==> src/core_pkg.sv <==
// core support package: shared vector types and menu status field positions
package core_pkg;

	// audio sample width, fixed for the whole design
	localparam int SAMPLE_W = 16;

	// menu status word and buttons
	typedef logic [63:0] status_t;
	typedef logic [1:0]  button_t;

	// joysticks, raw from the menu controller and trimmed for the core
	typedef logic [15:0] joy_raw_t;
	typedef logic [10:0] joy_t;

	// scanline strength, 0 to 75 %
	typedef logic [1:0] scanline_t;

	// one audio sample
	typedef logic [SAMPLE_W-1:0] sample_t;

	// reset sequencer counter
	typedef logic [27:0] reset_count_t;

	// phase accumulator and clock rates in Hz
	typedef logic [31:0] phase_t;

	// status word bit positions
	localparam int STATUS_RESET_BIT    = 0;
	localparam int STATUS_SCANLINE_LSB = 3;
	localparam int STATUS_BLEND_BIT    = 5;
	localparam int STATUS_JOYSWAP_BIT  = 6;
	localparam int STATUS_USERPORT_BIT = 7;
	localparam int STATUS_INVTAPE_BIT  = 8;

	// button bit positions
	localparam int BUTTON_RESET_BIT = 1;

endpackage

==> src/reset_seq.sv <==
// reset sequencer: long power-on count and short restartable user-request count
`timescale 1ns/1ps

module reset_seq #(
	parameter core_pkg::reset_count_t POWER_ON_CYCLES   = 28'd268435455,
	parameter core_pkg::reset_count_t USER_RESET_CYCLES = 28'd65535
) (
	input  logic clk,
	input  logic pll_locked,
	input  logic menu_reset_req,
	input  logic core_reset_soft,
	input  logic core_reset_hard,
	output logic core_reset
);

	import core_pkg::*;

	reset_count_t count;
	logic         reset_req;

	// any source restarts the short count
	assign reset_req = menu_reset_req | core_reset_soft | core_reset_hard;

	always_ff @(posedge clk or negedge pll_locked) begin
		if (!pll_locked) begin
			count      <= POWER_ON_CYCLES;
			core_reset <= 1'b1;
		end else begin
			if (reset_req) begin
				count <= USER_RESET_CYCLES;
			end else if (count != '0) begin
				count <= count - 1'b1;
			end
			// registered from the old count, so one edge behind the counter
			core_reset <= (count != '0);
		end
	end

endmodule

==> src/user_controls.sv <==
// user controls: menu option decode, joystick swap and user-port serial routing
`timescale 1ns/1ps

module user_controls (
	input  logic                 clk,
	input  logic                 pll_locked,
	input  core_pkg::status_t    status,
	input  core_pkg::button_t    buttons,
	input  core_pkg::joy_raw_t   joy0,
	input  core_pkg::joy_raw_t   joy1,
	input  logic                 uart_rx,
	input  logic                 core_uart_tx,
	input  logic                 downloading,
	output logic                 menu_reset_req,
	output core_pkg::scanline_t  scanlines,
	output logic                 blend,
	output core_pkg::joy_t       joy_left,
	output core_pkg::joy_t       joy_right,
	output logic                 core_uart_rx,
	output logic                 ear_in,
	output logic                 uart_tx,
	output logic                 led
);

	import core_pkg::*;

	logic joyswap;
	logic userport;
	logic invtape;
	logic rx_meta;
	logic rx_sync;

	// option fields
	assign menu_reset_req = status[STATUS_RESET_BIT] | buttons[BUTTON_RESET_BIT];
	assign scanlines      = status[STATUS_SCANLINE_LSB +: $bits(scanline_t)];
	assign blend          = status[STATUS_BLEND_BIT];
	assign joyswap        = status[STATUS_JOYSWAP_BIT];
	assign userport       = status[STATUS_USERPORT_BIT];
	assign invtape        = status[STATUS_INVTAPE_BIT];

	// joystick 1 is the left one unless swapped
	assign joy_left  = joyswap ? joy0[$bits(joy_t)-1:0] : joy1[$bits(joy_t)-1:0];
	assign joy_right = joyswap ? joy1[$bits(joy_t)-1:0] : joy0[$bits(joy_t)-1:0];

	// two-stage synchronizer, idles high like a uart line
	always_ff @(posedge clk or negedge pll_locked) begin
		if (!pll_locked) begin
			rx_meta <= 1'b1;
			rx_sync <= 1'b1;
		end else begin
			rx_meta <= uart_rx;
			rx_sync <= rx_meta;
		end
	end

	// user port either feeds the core uart or acts as tape input
	assign core_uart_rx = userport ? rx_sync : 1'b0;
	assign ear_in       = userport ? 1'b0 : (invtape ^ rx_sync);
	assign uart_tx      = userport ? core_uart_tx : 1'b1;

	assign led = ~downloading;

endmodule

==> src/i2s_bit_enable.sv <==
// I2S bit-clock enable: fractional phase accumulator spreading edges evenly
`timescale 1ns/1ps

module i2s_bit_enable #(
	parameter core_pkg::phase_t CLK_RATE    = 32'd27000000,
	parameter core_pkg::phase_t SAMPLE_RATE = 32'd48000
) (
	input  logic clk,
	input  logic pll_locked,
	input  logic core_reset,
	output logic bit_ce
);

	import core_pkg::*;

	// two bck edges per bit, two words per frame
	localparam phase_t STEP = phase_t'(SAMPLE_RATE * 4 * SAMPLE_W);

	phase_t acc;
	phase_t acc_next;

	assign acc_next = acc + STEP;

	always_ff @(posedge clk or negedge pll_locked) begin
		if (!pll_locked) begin
			acc    <= '0;
			bit_ce <= 1'b0;
		end else if (core_reset) begin
			acc    <= '0;
			bit_ce <= 1'b0;
		end else begin
			bit_ce <= 1'b0;
			acc    <= acc_next;
			if (acc_next >= CLK_RATE) begin
				acc    <= acc_next - CLK_RATE;
				bit_ce <= 1'b1;
			end
		end
	end

endmodule

==> src/i2s_serializer.sv <==
// I2S serializer: bit and word clocks, per-frame sample latch, Philips framing
`timescale 1ns/1ps

module i2s_serializer (
	input  logic              clk,
	input  logic              pll_locked,
	input  logic              core_reset,
	input  logic              bit_ce,
	input  core_pkg::sample_t audio_left,
	input  core_pkg::sample_t audio_right,
	output logic              i2s_bck,
	output logic              i2s_lrck,
	output logic              i2s_data
);

	import core_pkg::*;

	localparam int CNT_W = $clog2(SAMPLE_W);
	localparam logic [CNT_W-1:0] LAST_BIT = CNT_W'(SAMPLE_W - 1);

	logic [CNT_W-1:0] bit_idx;
	logic [CNT_W-1:0] bit_sel;
	sample_t          left_word;
	sample_t          right_word;

	// msb first within each word
	assign bit_sel = LAST_BIT - bit_idx;

	always_ff @(posedge clk or negedge pll_locked) begin
		if (!pll_locked) begin
			bit_idx    <= '0;
			i2s_bck    <= 1'b1;
			i2s_lrck   <= 1'b1;
			i2s_data   <= 1'b1;
			left_word  <= '0;
			right_word <= '0;
		end else if (core_reset) begin
			bit_idx    <= '0;
			i2s_bck    <= 1'b1;
			i2s_lrck   <= 1'b1;
			i2s_data   <= 1'b1;
			left_word  <= '0;
			right_word <= '0;
		end else if (bit_ce) begin
			i2s_bck <= ~i2s_bck;
			// bck falling
			if (i2s_bck) begin
				if (bit_idx == LAST_BIT) begin
					bit_idx  <= '0;
					i2s_lrck <= ~i2s_lrck;
					// lrck falls, new frame starts with left
					if (i2s_lrck) begin
						left_word  <= audio_left;
						right_word <= audio_right;
					end
				end else begin
					bit_idx <= bit_idx + 1'b1;
				end
				// old lrck and old words give the one-bit delay
				i2s_data <= i2s_lrck ? right_word[bit_sel] : left_word[bit_sel];
			end
		end
	end

endmodule

==> src/core_top.sv <==
// core support top level: reset sequencing, user controls and I2S audio output
`timescale 1ns/1ps

module core_top #(
	parameter core_pkg::phase_t       CLK_RATE          = 32'd27000000,
	parameter core_pkg::phase_t       SAMPLE_RATE       = 32'd48000,
	parameter core_pkg::reset_count_t POWER_ON_CYCLES   = 28'd268435455,
	parameter core_pkg::reset_count_t USER_RESET_CYCLES = 28'd65535
) (
	input  logic                clk,
	input  logic                pll_locked,

	// menu controller
	input  core_pkg::status_t   status,
	input  core_pkg::button_t   buttons,
	input  core_pkg::joy_raw_t  joy0,
	input  core_pkg::joy_raw_t  joy1,
	input  logic                downloading,

	// core side
	input  logic                core_reset_soft,
	input  logic                core_reset_hard,
	input  logic                core_uart_tx,
	input  core_pkg::sample_t   audio_left,
	input  core_pkg::sample_t   audio_right,
	output logic                core_reset,
	output core_pkg::scanline_t scanlines,
	output logic                blend,
	output core_pkg::joy_t      joy_left,
	output core_pkg::joy_t      joy_right,
	output logic                core_uart_rx,
	output logic                ear_in,

	// board pins
	input  logic                uart_rx,
	output logic                uart_tx,
	output logic                led,
	output logic                i2s_bck,
	output logic                i2s_lrck,
	output logic                i2s_data
);

	logic menu_reset_req;
	logic bit_ce;

	reset_seq #(
		.POWER_ON_CYCLES   (POWER_ON_CYCLES),
		.USER_RESET_CYCLES (USER_RESET_CYCLES)
	) u_reset_seq (
		.clk             (clk),
		.pll_locked      (pll_locked),
		.menu_reset_req  (menu_reset_req),
		.core_reset_soft (core_reset_soft),
		.core_reset_hard (core_reset_hard),
		.core_reset      (core_reset)
	);

	user_controls u_user_controls (
		.clk            (clk),
		.pll_locked     (pll_locked),
		.status         (status),
		.buttons        (buttons),
		.joy0           (joy0),
		.joy1           (joy1),
		.uart_rx        (uart_rx),
		.core_uart_tx   (core_uart_tx),
		.downloading    (downloading),
		.menu_reset_req (menu_reset_req),
		.scanlines      (scanlines),
		.blend          (blend),
		.joy_left       (joy_left),
		.joy_right      (joy_right),
		.core_uart_rx   (core_uart_rx),
		.ear_in         (ear_in),
		.uart_tx        (uart_tx),
		.led            (led)
	);

	// audio held in reset along with the core
	i2s_bit_enable #(
		.CLK_RATE    (CLK_RATE),
		.SAMPLE_RATE (SAMPLE_RATE)
	) u_i2s_bit_enable (
		.clk        (clk),
		.pll_locked (pll_locked),
		.core_reset (core_reset),
		.bit_ce     (bit_ce)
	);

	i2s_serializer u_i2s_serializer (
		.clk         (clk),
		.pll_locked  (pll_locked),
		.core_reset  (core_reset),
		.bit_ce      (bit_ce),
		.audio_left  (audio_left),
		.audio_right (audio_right),
		.i2s_bck     (i2s_bck),
		.i2s_lrck    (i2s_lrck),
		.i2s_data    (i2s_data)
	);

endmodule

==> config.mk <==
export PLATFORM = sky130hd
export DESIGN_NAME = core_top
export DESIGN_NICKNAME = d
export VERILOG_FILES = /design/src/core_pkg.sv /design/src/reset_seq.sv /design/src/user_controls.sv /design/src/i2s_bit_enable.sv /design/src/i2s_serializer.sv /design/src/core_top.sv
export SDC_FILE = /design/constraint.sdc
export NUM_CORES = 1
export LEC_CHECK = 0
export ABC_CLOCK_PERIOD_IN_PS = 2600
export BUFFER_PORTS_ARGS = -buffer_cell sky130_fd_sc_hd__buf_4
export CAP_MARGIN = 5
export CORE_AREA = 2 2 149 93
export DETAILED_ROUTE_END_ITERATION = 10
export DIE_AREA = 0 0 151 95
export PLACE_DENSITY_LB_ADDON = 0.15
export SLEW_MARGIN = 20
export SYNTH_ARGS = -nofsm -noshare
export SYNTH_HDL_FRONTEND = slang
export SYNTH_HIERARCHICAL = 1
export SYNTH_SLANG_ARGS = --single-unit
==> constraint.sdc <==
create_clock -name clk -period 2.6 [get_ports clk]
set_input_delay 0.26 -clock clk [delete_from_list [all_inputs] [get_ports clk]]
set_output_delay 0.26 -clock clk [all_outputs]
set_load 0.005 [all_outputs]
==> metrics.md, run 1 <==
| Metric | Value |
|---|---|
| Num CTS Buffers | `9` |
| Clock buffer depth | `2` |
| Violated checks | `negative setup slack` |
| Post-synth EDFFs | `0` |
| Area of the mapped netlist | `0.00575 sq mm` |
| Port Buffers | `95` |
| Die width | `151 microns` |
| RSZ-0062 raised after global routing | `yes` |
| Pre-CTS setup slack | `-0.273 ns` |
| Setup-failing EPs final | `23` |
| Design Area, Final | `0.00809 sq mm` |
| Min Hold Slack | `between 0.02 and 0.025 ns` |
| Gp weighted congestion | `about 0.86` |
| Flops & latches, synth | `97` |
| Clock Skew | `0.0121 ns` |
| PD cells | `approximately 380 mW/mm^2` |
| Die Y | `95 microns` |
| Crit path max fanout | `4` |
| Clock Pin Slew Worst Setup and Hold Paths | `0.07 ns` |
| # DRC | `0` |
| I/O pin total | `170` |
| Reg-to-Reg Start | `u_i2s_bit_enable/acc[13]` |
| Htree depth | `3` |
| Number of distinct library cells after synthesis | `78` |
| Hold path start | `uart_rx` |
| Max frequency | `360 MHz` |
| Largest net degree at the start of global routing | `around 100` |
| Leakage power | `roughly 3.4 nW` |
| Post-layout net count | `between 800 and 900` |
| Drt wl/cell | `17.1 microns` |
| Post-synth ARST share | `100%` |
| Final worst-path cycle share | `107%` |
| Pre-antenna DRT Iters | `5` |
| Clk Latency, worst-skew pair | `0.35 ns` |
| Final WS setup | `-0.179 ns` |
| DP HPWL | `roughly 10 mm` |
| Root Driver | `clkbuf_16` |
| Minimum clock period | `2.78 ns` |
| Die ar. | `0.0143 sq mm` |
| Final Hold Fails | `0` |
| Wirelength, routed | `15.7 mm` |
| CTS tree | `yes` |
| Top cells by area, synth | `dfrtp_1, dfstp_2, a22o_1` |
| Tot Pwr | `between 3 and 4 mW` |
| Crit path arrival time | `between 3 and 4 ns` |
| Remaining antenna violation count after routing | `0` |
| Crit path kind | `reg2reg` |
| Starting Density | `43.8%` |
| Worst setup EP type | `flip-flop` |
| Area Overhead vs Synth | `40.7%` |
| Peak VDD IR | `0.329 mV` |
| Core Rows | `33` |
| Gate Count Post-Synth | `565` |
| Vias per cell | `5.60` |
| Vias in the first global route | `5075` |
| Synth Flop Type | `dfrtp_1` |
| Cell accounting for the most synthesized area | `dfrtp_1` |
| Post-Place Cell Area | `~0.0070 sq mm` |
| Measured slew at the worst slew-check pin | `0.610 ns` |
| Clk sink count | `97` |
| First-pass GRT wire length | `roughly 25 mm` |
| DRT iter0 DRCs | `280` |
| Top cell type's share of synthesized area | `27.4%` |
| Slew Limit Fails | `0` |
| Syn_nets | `707` |
| Detailed-route via count | `around 5200` |
| Share of layout cells above drive strength 1 | `a little under half` |
| Crit start category | `flip-flop` |
| Initial antenna violation count | `0` |
| YS warnings | `6` |
| Worst hold-check path type | `in2reg` |
| Post-synth top cells | `dfrtp_1, nor2_1, nand2_1` |
| Syn Area/Cell | `10.2 sq um` |
| Core Region | `between 0.01 and 0.015 sq mm` |
| Gr ovfl total | `0` |
| Slew Limit Headroom | `59.0%` |
| Status | `finished with violations` |
| Max cap viols | `0` |
| Seq/Total Area, Yosys | `a little over two fifths` |
| Gr usage total | `21.7%` |
| Count leader, synth | `dfrtp_1` |
| Ant. Diodes | `0` |
| Crit path from | `u_i2s_bit_enable/acc[13]` |
| Critical Path RT | `2.84 ns` |
## layout make-up
type,count,area (sq um)
fill,1041,5040
multi-input combinational,424,3490
sequential,97,2470
timing repair buffer,195,1570
clock buffer,12,246
tap,175,219
clock inverter,4,53.8
inverter,12,45.0
## registers in the layout (all words and copies together) (netlist names)
signal,flops
u_i2s_serializer/i2s_data,1
u_i2s_bit_enable/bit_ce,1
u_i2s_serializer/bit_idx,4
u_user_controls/rx_sync,1
u_i2s_serializer/i2s_lrck,1
u_reset_seq/count,28
u_user_controls/rx_meta,1
u_i2s_serializer/left_word,16
u_i2s_serializer/right_word,16
u_reset_seq/core_reset,1
u_i2s_bit_enable/acc,26
u_i2s_serializer/i2s_bck,1
## where the power goes
group          switching [mW]  internal (mW)  leakage (nW)  total (mW)
Sequential            0.00115           1.51          1.23        1.52
Combinational          0.0847          0.128          2.07       0.213
Clock                   0.569          0.775         0.139        1.34
## worst max-delay path, cell delays in order (launching register included)
cell and delay [ns]:
dfrtp_1 0.40, buf_6 0.14, or3_4 0.35, nor3b_4 0.17, o31ai_4 0.29, a21boi_4 0.11, o21bai_4 0.20, a211o_1 0.32
and4b_1 0.21, a41oi_2 0.17, mux2_4 0.32
## final timing paths
kind | endpoint | slack [ns] | depth (start not counted)
worst max-delay path | u_i2s_bit_enable/acc[27] | -0.18 | 10
worst min register to register | u_user_controls/rx_sync | 0.36 | 0
max in group asynchronous | u_i2s_serializer/i2s_data | 1.67 | 3
worst max register to register | u_i2s_bit_enable/acc[27] | -0.18 | 10
min in group asynchronous | u_i2s_bit_enable/acc[18] | 0.52 | 3
worst min-delay path | u_user_controls/rx_meta | 0.02 | 1
## cell usage in the layout, fill, tap and decap left out, drive strengths merged, types with 6 or more instances in the layout
cell type and instances:
and3 8, buf 193, o31ai 11, xor2 11
o21ai 15, xnor2 30, nor3 18, nor4 12
mux2i 12, a21oi 19, a22o 32, and2 6
or3 13, clkbuf 13, or2 6, nor2 52
dfstp 34, mux2 25, nand2b 6, nand2 38
inv 12, or4 8, nand3 24, dfrtp 63
## kinds of logic (layout without fill, tap and decap cells)
logic type,count (synthesis),in the layout,share of synthesized area [%]
flip-flops,97,97,43.0
AND/OR/NAND/NOR,218,218,20.1
multiplexers,42,42,9.14
AO/OA/AOI/OAI,118,118,16.2
XOR/XNOR,41,41,6.25
adder cells (fa/ha/maj),5,5,1.09
buffers and inverters,44,223,4.25
## per-stage QoR
| step | instances | TNS (ns) | util (%) |
|---|---|---|---|
| after CTS | 906 | -0.537 | 58.4 |
| final | 919 | -1.94 | 61.6 |
| after global placement | 875 | -2.52 | 53.7 |
| after floorplan | 565 | -0.223 | - |
| after detailed placement | 875 | -2.95 | 53.7 |
| after global routing | 919 | -4.03 | 61.6 |
## layer usage
layer,vias up,track usage [%],part of all wire [%]
met5,-,0,0
li1,2445,-,-
met1,2573,31.0,47
met2,117,34.7,47
met4,0,4.75,1.0
met3,15,3.91,4.8
## what timing repair did
action	4_1_cts	5_1_grt
setup buffers	14	13
gates resized for setup	42	59
cloned	0	1
hold endpoints to repair	10	0
pin swaps	15	25
setup endpoints to repair	22	25
hold buffers	1	0
No activity file was read; power rests on OpenSTA's default activity.
==> run 2: changes to the inputs <==
ABC_CLOCK_PERIOD_IN_PS = 2900   (was 2600)
clock period = 2.9 ns   (was 2.6 ns; I/O delays follow)
==> run 2 against run 1 <==
- the flow now finishes without violations
- sequential power shrank 11%
- first-iteration DRC count grew 15%
- final cell count shrank 6.7%
- power shrank 13%
- die area is the same
- register-to-register slack gained 0.26 ns
- clock skew shrank 0.0056 ns
- wire length shrank 11%
- critical path type unchanged
- critical endpoint unchanged
- largest cell class unchanged
==> metrics.md, run 2 (synthesized netlist as in run 1, its figures left out) <==
| Metric | Value |
|---|---|
| Status | `finished clean` |
| Gr usage total | `20.0%` |
| Minimum clock period | `2.82 ns` |
| Sw Ratio | `22.0%` |
| Peak VDD IR | `0.284 mV` |
| Worst hold-check path type | `in2reg` |
| Crit path from | `u_i2s_bit_enable/acc[14]` |
| Slew Limit Headroom | `48.5%` |
| Setup-failing EPs final | `0` |
| Biggest regs | `u_reset_seq/count (28), u_i2s_bit_enable/acc (26)` |
| Commonest cells after routing, fill and taps aside | `buf_4, dfrtp_1, nor2_1, nand2_1, dfstp_2` |
| Wirelength, routed | `13.9 mm` |
| Worst setup EP type | `flip-flop` |
| Measured slew at the worst slew-check pin | `0.766 ns` |
| Sequential power share | `51.0%` |
| Crit path arrival time | `3.04 ns` |
| Htree depth | `3` |
| Fill cell count | `roughly 1200` |
| PD cells | `375 mW/mm^2` |
| Crit path kind | `reg2reg` |
| Num CTS Buffers | `9` |
| CTS tree | `yes` |
| Port Buffers | `95` |
| Most flops, register | `u_reset_seq/count` |
| Max cap viols | `0` |
| Gp weighted congestion | `between 0.8 and 0.9` |
| Clock Pin Slew Worst Setup and Hold Paths | `0.07 ns` |
| Clock buffer depth | `2` |
| Vias in the first global route | `about 4500` |
| Leakage power | `just under 3 nW` |
| Die Y | `95 microns` |
| Post-Route Setup TNS | `0 ns` |
| DRT iter0 DRCs | `~320` |
| First-pass GRT wire length | `approximately 22 mm` |
| Drt wl/cell | `16.2 microns` |
| Remaining antenna violation count after routing | `0` |
| Area Overhead vs Synth | `23.6%` |
| Crit path max fanout | `4` |
| DP HPWL | `10.0 mm` |
| Die width | `~150 microns` |
| Design Area, Final | `0.00710 sq mm` |
| Post-layout net count | `819` |
| Seq. cell area | `0.00247 sq mm` |
| Pre-antenna DRT Iters | `5` |
| Die ar. | `0.0143 sq mm` |
| Worst reg-to-reg path cell count | `10` |
| Core Region | `approximately 0.013 sq mm` |
| I/O pin total | `170` |
| Crit start category | `flip-flop` |
| Crit Reg-Reg Endpoint | `u_i2s_bit_enable/acc[27]` |
| Final worst-path cycle share | `between 90% and 100%` |
| Clock network fraction of total power | `41.8%` |
| Core Rows | `33` |
| Ant. Diodes | `0` |
| Clk Latency, worst-skew pair | `0.34 ns` |
| Share of layout cells above drive strength 1 | `34.2%` |
| NetSw | `0.585 mW` |
| Max reg flops | `28` |
| Most common cell after layout, fill and taps aside | `buf_4` |
| Multi-input gate area | `0.00308 sq mm` |
| Initial antenna violation count | `0` |
| Largest net degree at the start of global routing | `51` |
| Reg-to-Reg Start | `u_i2s_bit_enable/acc[14]` |
| Critical Path RT | `~3.1 ns` |
| CP endpoint | `u_i2s_bit_enable/acc[27]` |
| Min Hold Slack | `around 0.057 ns` |
| Combinational group share of total power | `7.2%` |
| Clock Skew | `~0.0065 ns` |
| Final Hold Fails | `0` |
| Clk sink count | `97` |
| Register-to-Register Setup Slack | `0.08 ns` |
| # DRC | `0` |
| Vias per cell | `5.56` |
| Internal power | `about 2.1 mW` |
| Root Driver | `clkbuf_16` |
| Gr ovfl total | `0` |
| Max frequency | `between 300 and 400 MHz` |
| Slew Limit Fails | `0` |
| Post-Place Cell Area | `approximately 0.0068 sq mm` |
| Starting Density | `43.8%` |
| Detailed-route via count | `between 4000 and 5000` |
[run 2: cell types whose count changed in the layout (fill, tap and decap cells not counted), sizes merged]
| cell | before | now |
|---|---|---|
| buf | 193 | 132 |
| bufinv | 1 | 0 |
| clkbuf | 13 | 12 |
| clkinv | 1 | 2 |
[run 2: how the worst min path moves through the flow]
stage,endpoint,cells past startpoint,slack [ns],from
floorplan,u_i2s_bit_enable/acc[10],0,-0.006,pll_locked
detailed placement,u_user_controls/rx_sync,0,0.35,u_user_controls/rx_meta
global placement,u_user_controls/rx_sync,0,0.35,u_user_controls/rx_meta
CTS,u_user_controls/rx_meta,1,0.04,uart_rx
finish,u_user_controls/rx_meta,1,0.06,uart_rx
global route,u_user_controls/rx_meta,1,0.04,uart_rx
[run 2: metal layers]
layer,track usage (%),up-vias,wire (microns)
li1,-,2319,-
met1,29.3,2323,6880
met2,30.2,109,6190
met3,4.20,10,739
met4,5.06,0,107
met5,0,-,0
[run 2: repair_timing]
item / 4_1_cts / 5_1_grt
hold endpoints to repair: 11 / 0
resized for setup: 0 / 9
buffers inserted: 0 / 1
hold buffers: 1 / 0
setup endpoints to repair: 0 / 18
[run 2: final cells by class]
class	instances	area share, %
clock buffer	12	3.47
inverter	12	0.634
multi-input combinational	424	43.3
sequential	97	34.8
tap	175	3.08
clock inverter	4	0.405
timing repair buffer	133	14.3
[run 2: per-stage QoR]
stage	worst slack, ns	util (%)	std cells	total power, mW
after floorplan	0.0440	-	565	1.43
after global placement	0.137	51.5	839	1.57
after detailed placement	0.0719	51.5	839	1.58
after CTS	0.0399	53.7	856	2.71
after global routing	-0.0200	54.1	857	2.78
final	0.0837	54.1	857	2.66
[run 2: power by group through the flow]
stage	Sequential, mW	Combinational [mW]	Clock, mW
floorplan	1.38	0.0496	0
CTS	1.36	0.195	1.15
finish	1.36	0.191	1.11
global placement	1.38	0.189	0
global route	1.36	0.208	1.21
detailed placement	1.38	0.193	0
[run 2: worst max-delay path: stages (launching register included)]
cell and delay (ns):
dfrtp_1 0.38, buf_4 0.14, or3_1 0.38, nor3b_1 0.16, o31ai_2 0.32, a21boi_2 0.12, o21bai_4 0.20, a211o_1 0.31
and4b_1 0.20, a41oi_2 0.16, mux2_1 0.33
==> run 3: changes to the inputs <==
ABC_AREA = 1   (was default)
CORE_AREA = 2 2 162 101   (was 2 2 149 93)
DIE_AREA = 0 0 164 103   (was 0 0 151 95)
==> run 3 against run 2 <==
- sequential share of layout area is 3.8 points lower
- sequential cell count stayed put
- highest routed layer unchanged
- sequential power hardly changed
- design area is 12% higher
- synthesized cell count is 76% higher
- first-iteration DRC count is 40% higher
- critical path depth is 7 higher
- fmax is 12% higher
- core utilization is 3.1 points lower
- die area is 18% higher
==> metrics.md, run 3 <==
| Metric | Value |
|---|---|
| Initial antenna violation count | `0` |
| Count leader, synth | `nand2_1` |
| Ant. Diodes | `0` |
| Vias in the first global route | `5713` |
| Clock Pin Slew Worst Setup and Hold Paths | `approximately 0.08 ns` |
| Seq/Total Area, Yosys | `36.3%` |
| Worst reg-to-reg path cell count | `17` |
| Cell accounting for the most synthesized area | `dfrtp_1` |
| CP max-delay cell | `dfrtp_1` |
| Commonest cells after routing, fill and taps aside | `nand2_1, inv_1, buf_4, nor2_1, nand3_1` |
| Most Frequent Cell on Critical Path | `nand2_1` |
| Worst-path cell chain | `inv_2, ha_1, nand2_1, nand2_1, nand2_1, nand3_1, nand2_1, nand2_1, nand2_1, nand2_2, nor2_4, nand2_1, nor2_2, nand2_4, nor2_2, nand2_1, nand2_1` |
| Max frequency | `397 MHz` |
| Crit start category | `flip-flop` |
| Wirelength, routed | `16.5 mm` |
| Leakage power | `3.97 nW` |
| RSZ-0062 raised after global routing | `no` |
| Met1 Usage GRT | `31.8%` |
| Crit path arrival time | `2.80 ns` |
| Num CTS Buffers | `9` |
| Synth Flop Type | `dfrtp_1` |
| Final Hold Fails | `0` |
| Peak VDD IR | `slightly above 0.3 mV` |
| Drt wl/cell | `12.7 microns` |
| Port Buffers | `95` |
| Gp weighted congestion | `0.854` |
| Die ar. | `0.0169 sq mm` |
| Post-Synth Adder-Cell Area | `0.919%` |
| Die Y | `103 microns` |
| Minimum clock period | `2.52 ns` |
| Largest net degree at the start of global routing | `45` |
| Core Region | `0.0156 sq mm` |
| WP depth | `17` |
| Measured slew at the worst slew-check pin | `0.648 ns` |
| Post-synthesis compound-gate area fraction | `9.39%` |
| Clock buffer depth | `2` |
| Vias per cell | `about 5` |
| Xor and xnor area share after synthesis | `2.19%` |
| Gr ovfl total | `0` |
| Global-route met3 utilization | `4.55%` |
| Crit path kind | `reg2reg` |
| Most flops, register | `u_reset_seq/count` |
| I/O pin total | `between 150 and 200` |
| Clk Latency, worst-skew pair | `approximately 0.35 ns` |
| Area of the mapped netlist | `0.00681 sq mm` |
| Max reg flops | `28` |
| YS warnings | `6` |
| Htree depth | `3` |
| Root Driver | `clkbuf_16` |
| Syn_nets | `between 1000 and 1500` |
| Number of distinct library cells after synthesis | `between 40 and 50` |
| Fill cell count | `1536` |
| Multiplexer share of the synthesized area | `0%` |
| Biggest regs | `u_reset_seq/count (28), u_i2s_bit_enable/acc (26)` |
| Post-layout net count | `1226` |
| Syn Area/Cell | `a little under 7 sq um` |
| DRT iter0 DRCs | `450` |
| CTS tree | `yes` |
| DP HPWL | `12.7 mm` |
| Final worst-path cycle share | `86.9%` |
| Pre-antenna DRT Iters | `5` |
| Gate Count Post-Synth | `994` |
| Core Rows | `36` |
| Starting Density | `between 40% and 50%` |
| Setup-failing EPs final | `0` |
| Top cell type's share of synthesized area | `23.2%` |
| Detailed-route via count | `6343` |
| Flops & latches, synth | `a little under 100` |
| Most common cell after layout, fill and taps aside | `nand2_1` |
| Post-Route Setup TNS | `0 ns` |
| Gr usage total | `20.5%` |
| Post-synthesis simple-gate area fraction | `40.8%` |
| Clk sink count | `97` |
| Die width | `164 microns` |
| First-pass GRT wire length | `around 28 mm` |
| Largest family of logic cells by synthesized area | `simple AND/OR/NAND/NOR gates` |
| Critical Path RT | `around 3.2 ns` |
| CP delay by family, top | `simple AND/OR/NAND/NOR gates` |
| Top cells by area, synth | `dfrtp_1, nand2_1, dfstp_2` |
| Worst hold-check path type | `in2reg` |
| Post-synth EDFFs | `0` |
| Worst setup EP type | `flip-flop` |
| Crit path max fanout | `22` |
| Tot Pwr | `around 2.7 mW` |
| Slew Limit Headroom | `roughly 57%` |
| # DRC | `0` |
| PD cells | `345 mW/mm^2` |
| Status | `finished clean` |
| Slew Limit Fails | `0` |
| Remaining antenna violation count after routing | `0` |
| Hold Crit Depth | `1` |
| Share of layout cells above drive strength 1 | `23.5%` |
| Post-synth top cells | `nand2_1, inv_1, nor2_1` |
| Max cap viols | `0` |
| CP bufs+invs | `1` |
| Min Hold Slack | `0.0478 ns` |
| Clock Skew | `roughly 0.011 ns` |
| Met2 Track Usage GR | `29.3%` |
| Max incr delay on CP | `~0.36 ns` |
| Global route hottest layer | `met1` |
| Post-synth ARST share | `100%` |
| Area Overhead vs Synth | `17.1%` |
-- run 3: cell count changes after synthesis, moves of 24 or more --
cell / change
a22o_1: -32
inv_1: +99
mux2_2: -24
nand2_1: +302
nand3_1: +72
nor2_1: +49
o21ai_0: +33
o21ai_2: +29
xnor2_1: -27
-- run 3: kinds of logic (layout without fill, tap and decap cells) --
family	after synthesis	in the layout
simple gates	621	621
buf+inv	152	247
compound gates	102	102
fa+ha+maj	5	5
flops	97	97
xor+xnor	17	17
-- run 3: power breakdown --
group / internal (mW) / switching, mW / total, mW
Clock: 0.610 / 0.579 / 1.19
Combinational: 0.110 / 0.0917 / 0.202
Sequential: 1.36 / 0.00122 / 1.36
-- run 3: cell type report --
type / count / area (sq um) / area share, %
Multi-Input combinational cell: 745 / 3640 / 45.6
Sequential cell: 97 / 2470 / 31.0
Timing Repair Buffer: 109 / 846 / 10.6
Inverter: 122 / 458 / 5.75
Tap cell: 209 / 262 / 3.28
Clock buffer: 9 / 225 / 2.83
Clock inverter: 7 / 72.6 / 0.911
-- run 3: routing by layer --
layer	up-vias	routed length (microns)	share of wire [%]
met2	175	6750	41
met1	2857	8510	52
met5	-	0	0
met4	0	77	0.47
li1	3302	-	-
met3	9	1120	6.8
-- run 3: worst paths after layout --
path                                     startpoint                        to  slack (ns)
max                        u_i2s_bit_enable/acc[13]  u_i2s_bit_enable/acc[10]        0.38
min                                         uart_rx   u_user_controls/rx_meta        0.05
max reg2reg                u_i2s_bit_enable/acc[13]  u_i2s_bit_enable/acc[10]        0.38
min reg2reg                 u_user_controls/rx_meta   u_user_controls/rx_sync        0.37
max in group asynchronous                pll_locked     u_reset_seq/count[22]        1.82
min in group asynchronous                pll_locked  u_i2s_bit_enable/acc[11]        0.42
-- run 3: through the flow --
stage | setup WS [ns] | util (%) | instance area, sq um | instances
2_1_floorplan | 0.849 | - | 6810 | 994
3_3_place_gp | 0.282 | 48.8 | 7620 | 1278
3_5_place_dp | 0.280 | 48.8 | 7620 | 1278
4_1_cts | 0.254 | 50.7 | 7930 | 1295
5_1_grt | 0.0590 | 51.0 | 7970 | 1298
6_report | 0.379 | 51.0 | 7970 | 1298
-- run 3: repair_timing --
| action | in CTS | in global routing |
|---|---|---|
| endpoints found under the setup margin | 0 | 17 |
| endpoints found under the hold margin | 15 | 0 |
| hold buffers | 1 | 0 |
| setup buffers | 0 | 3 |
| gates resized for setup | 0 | 1 |
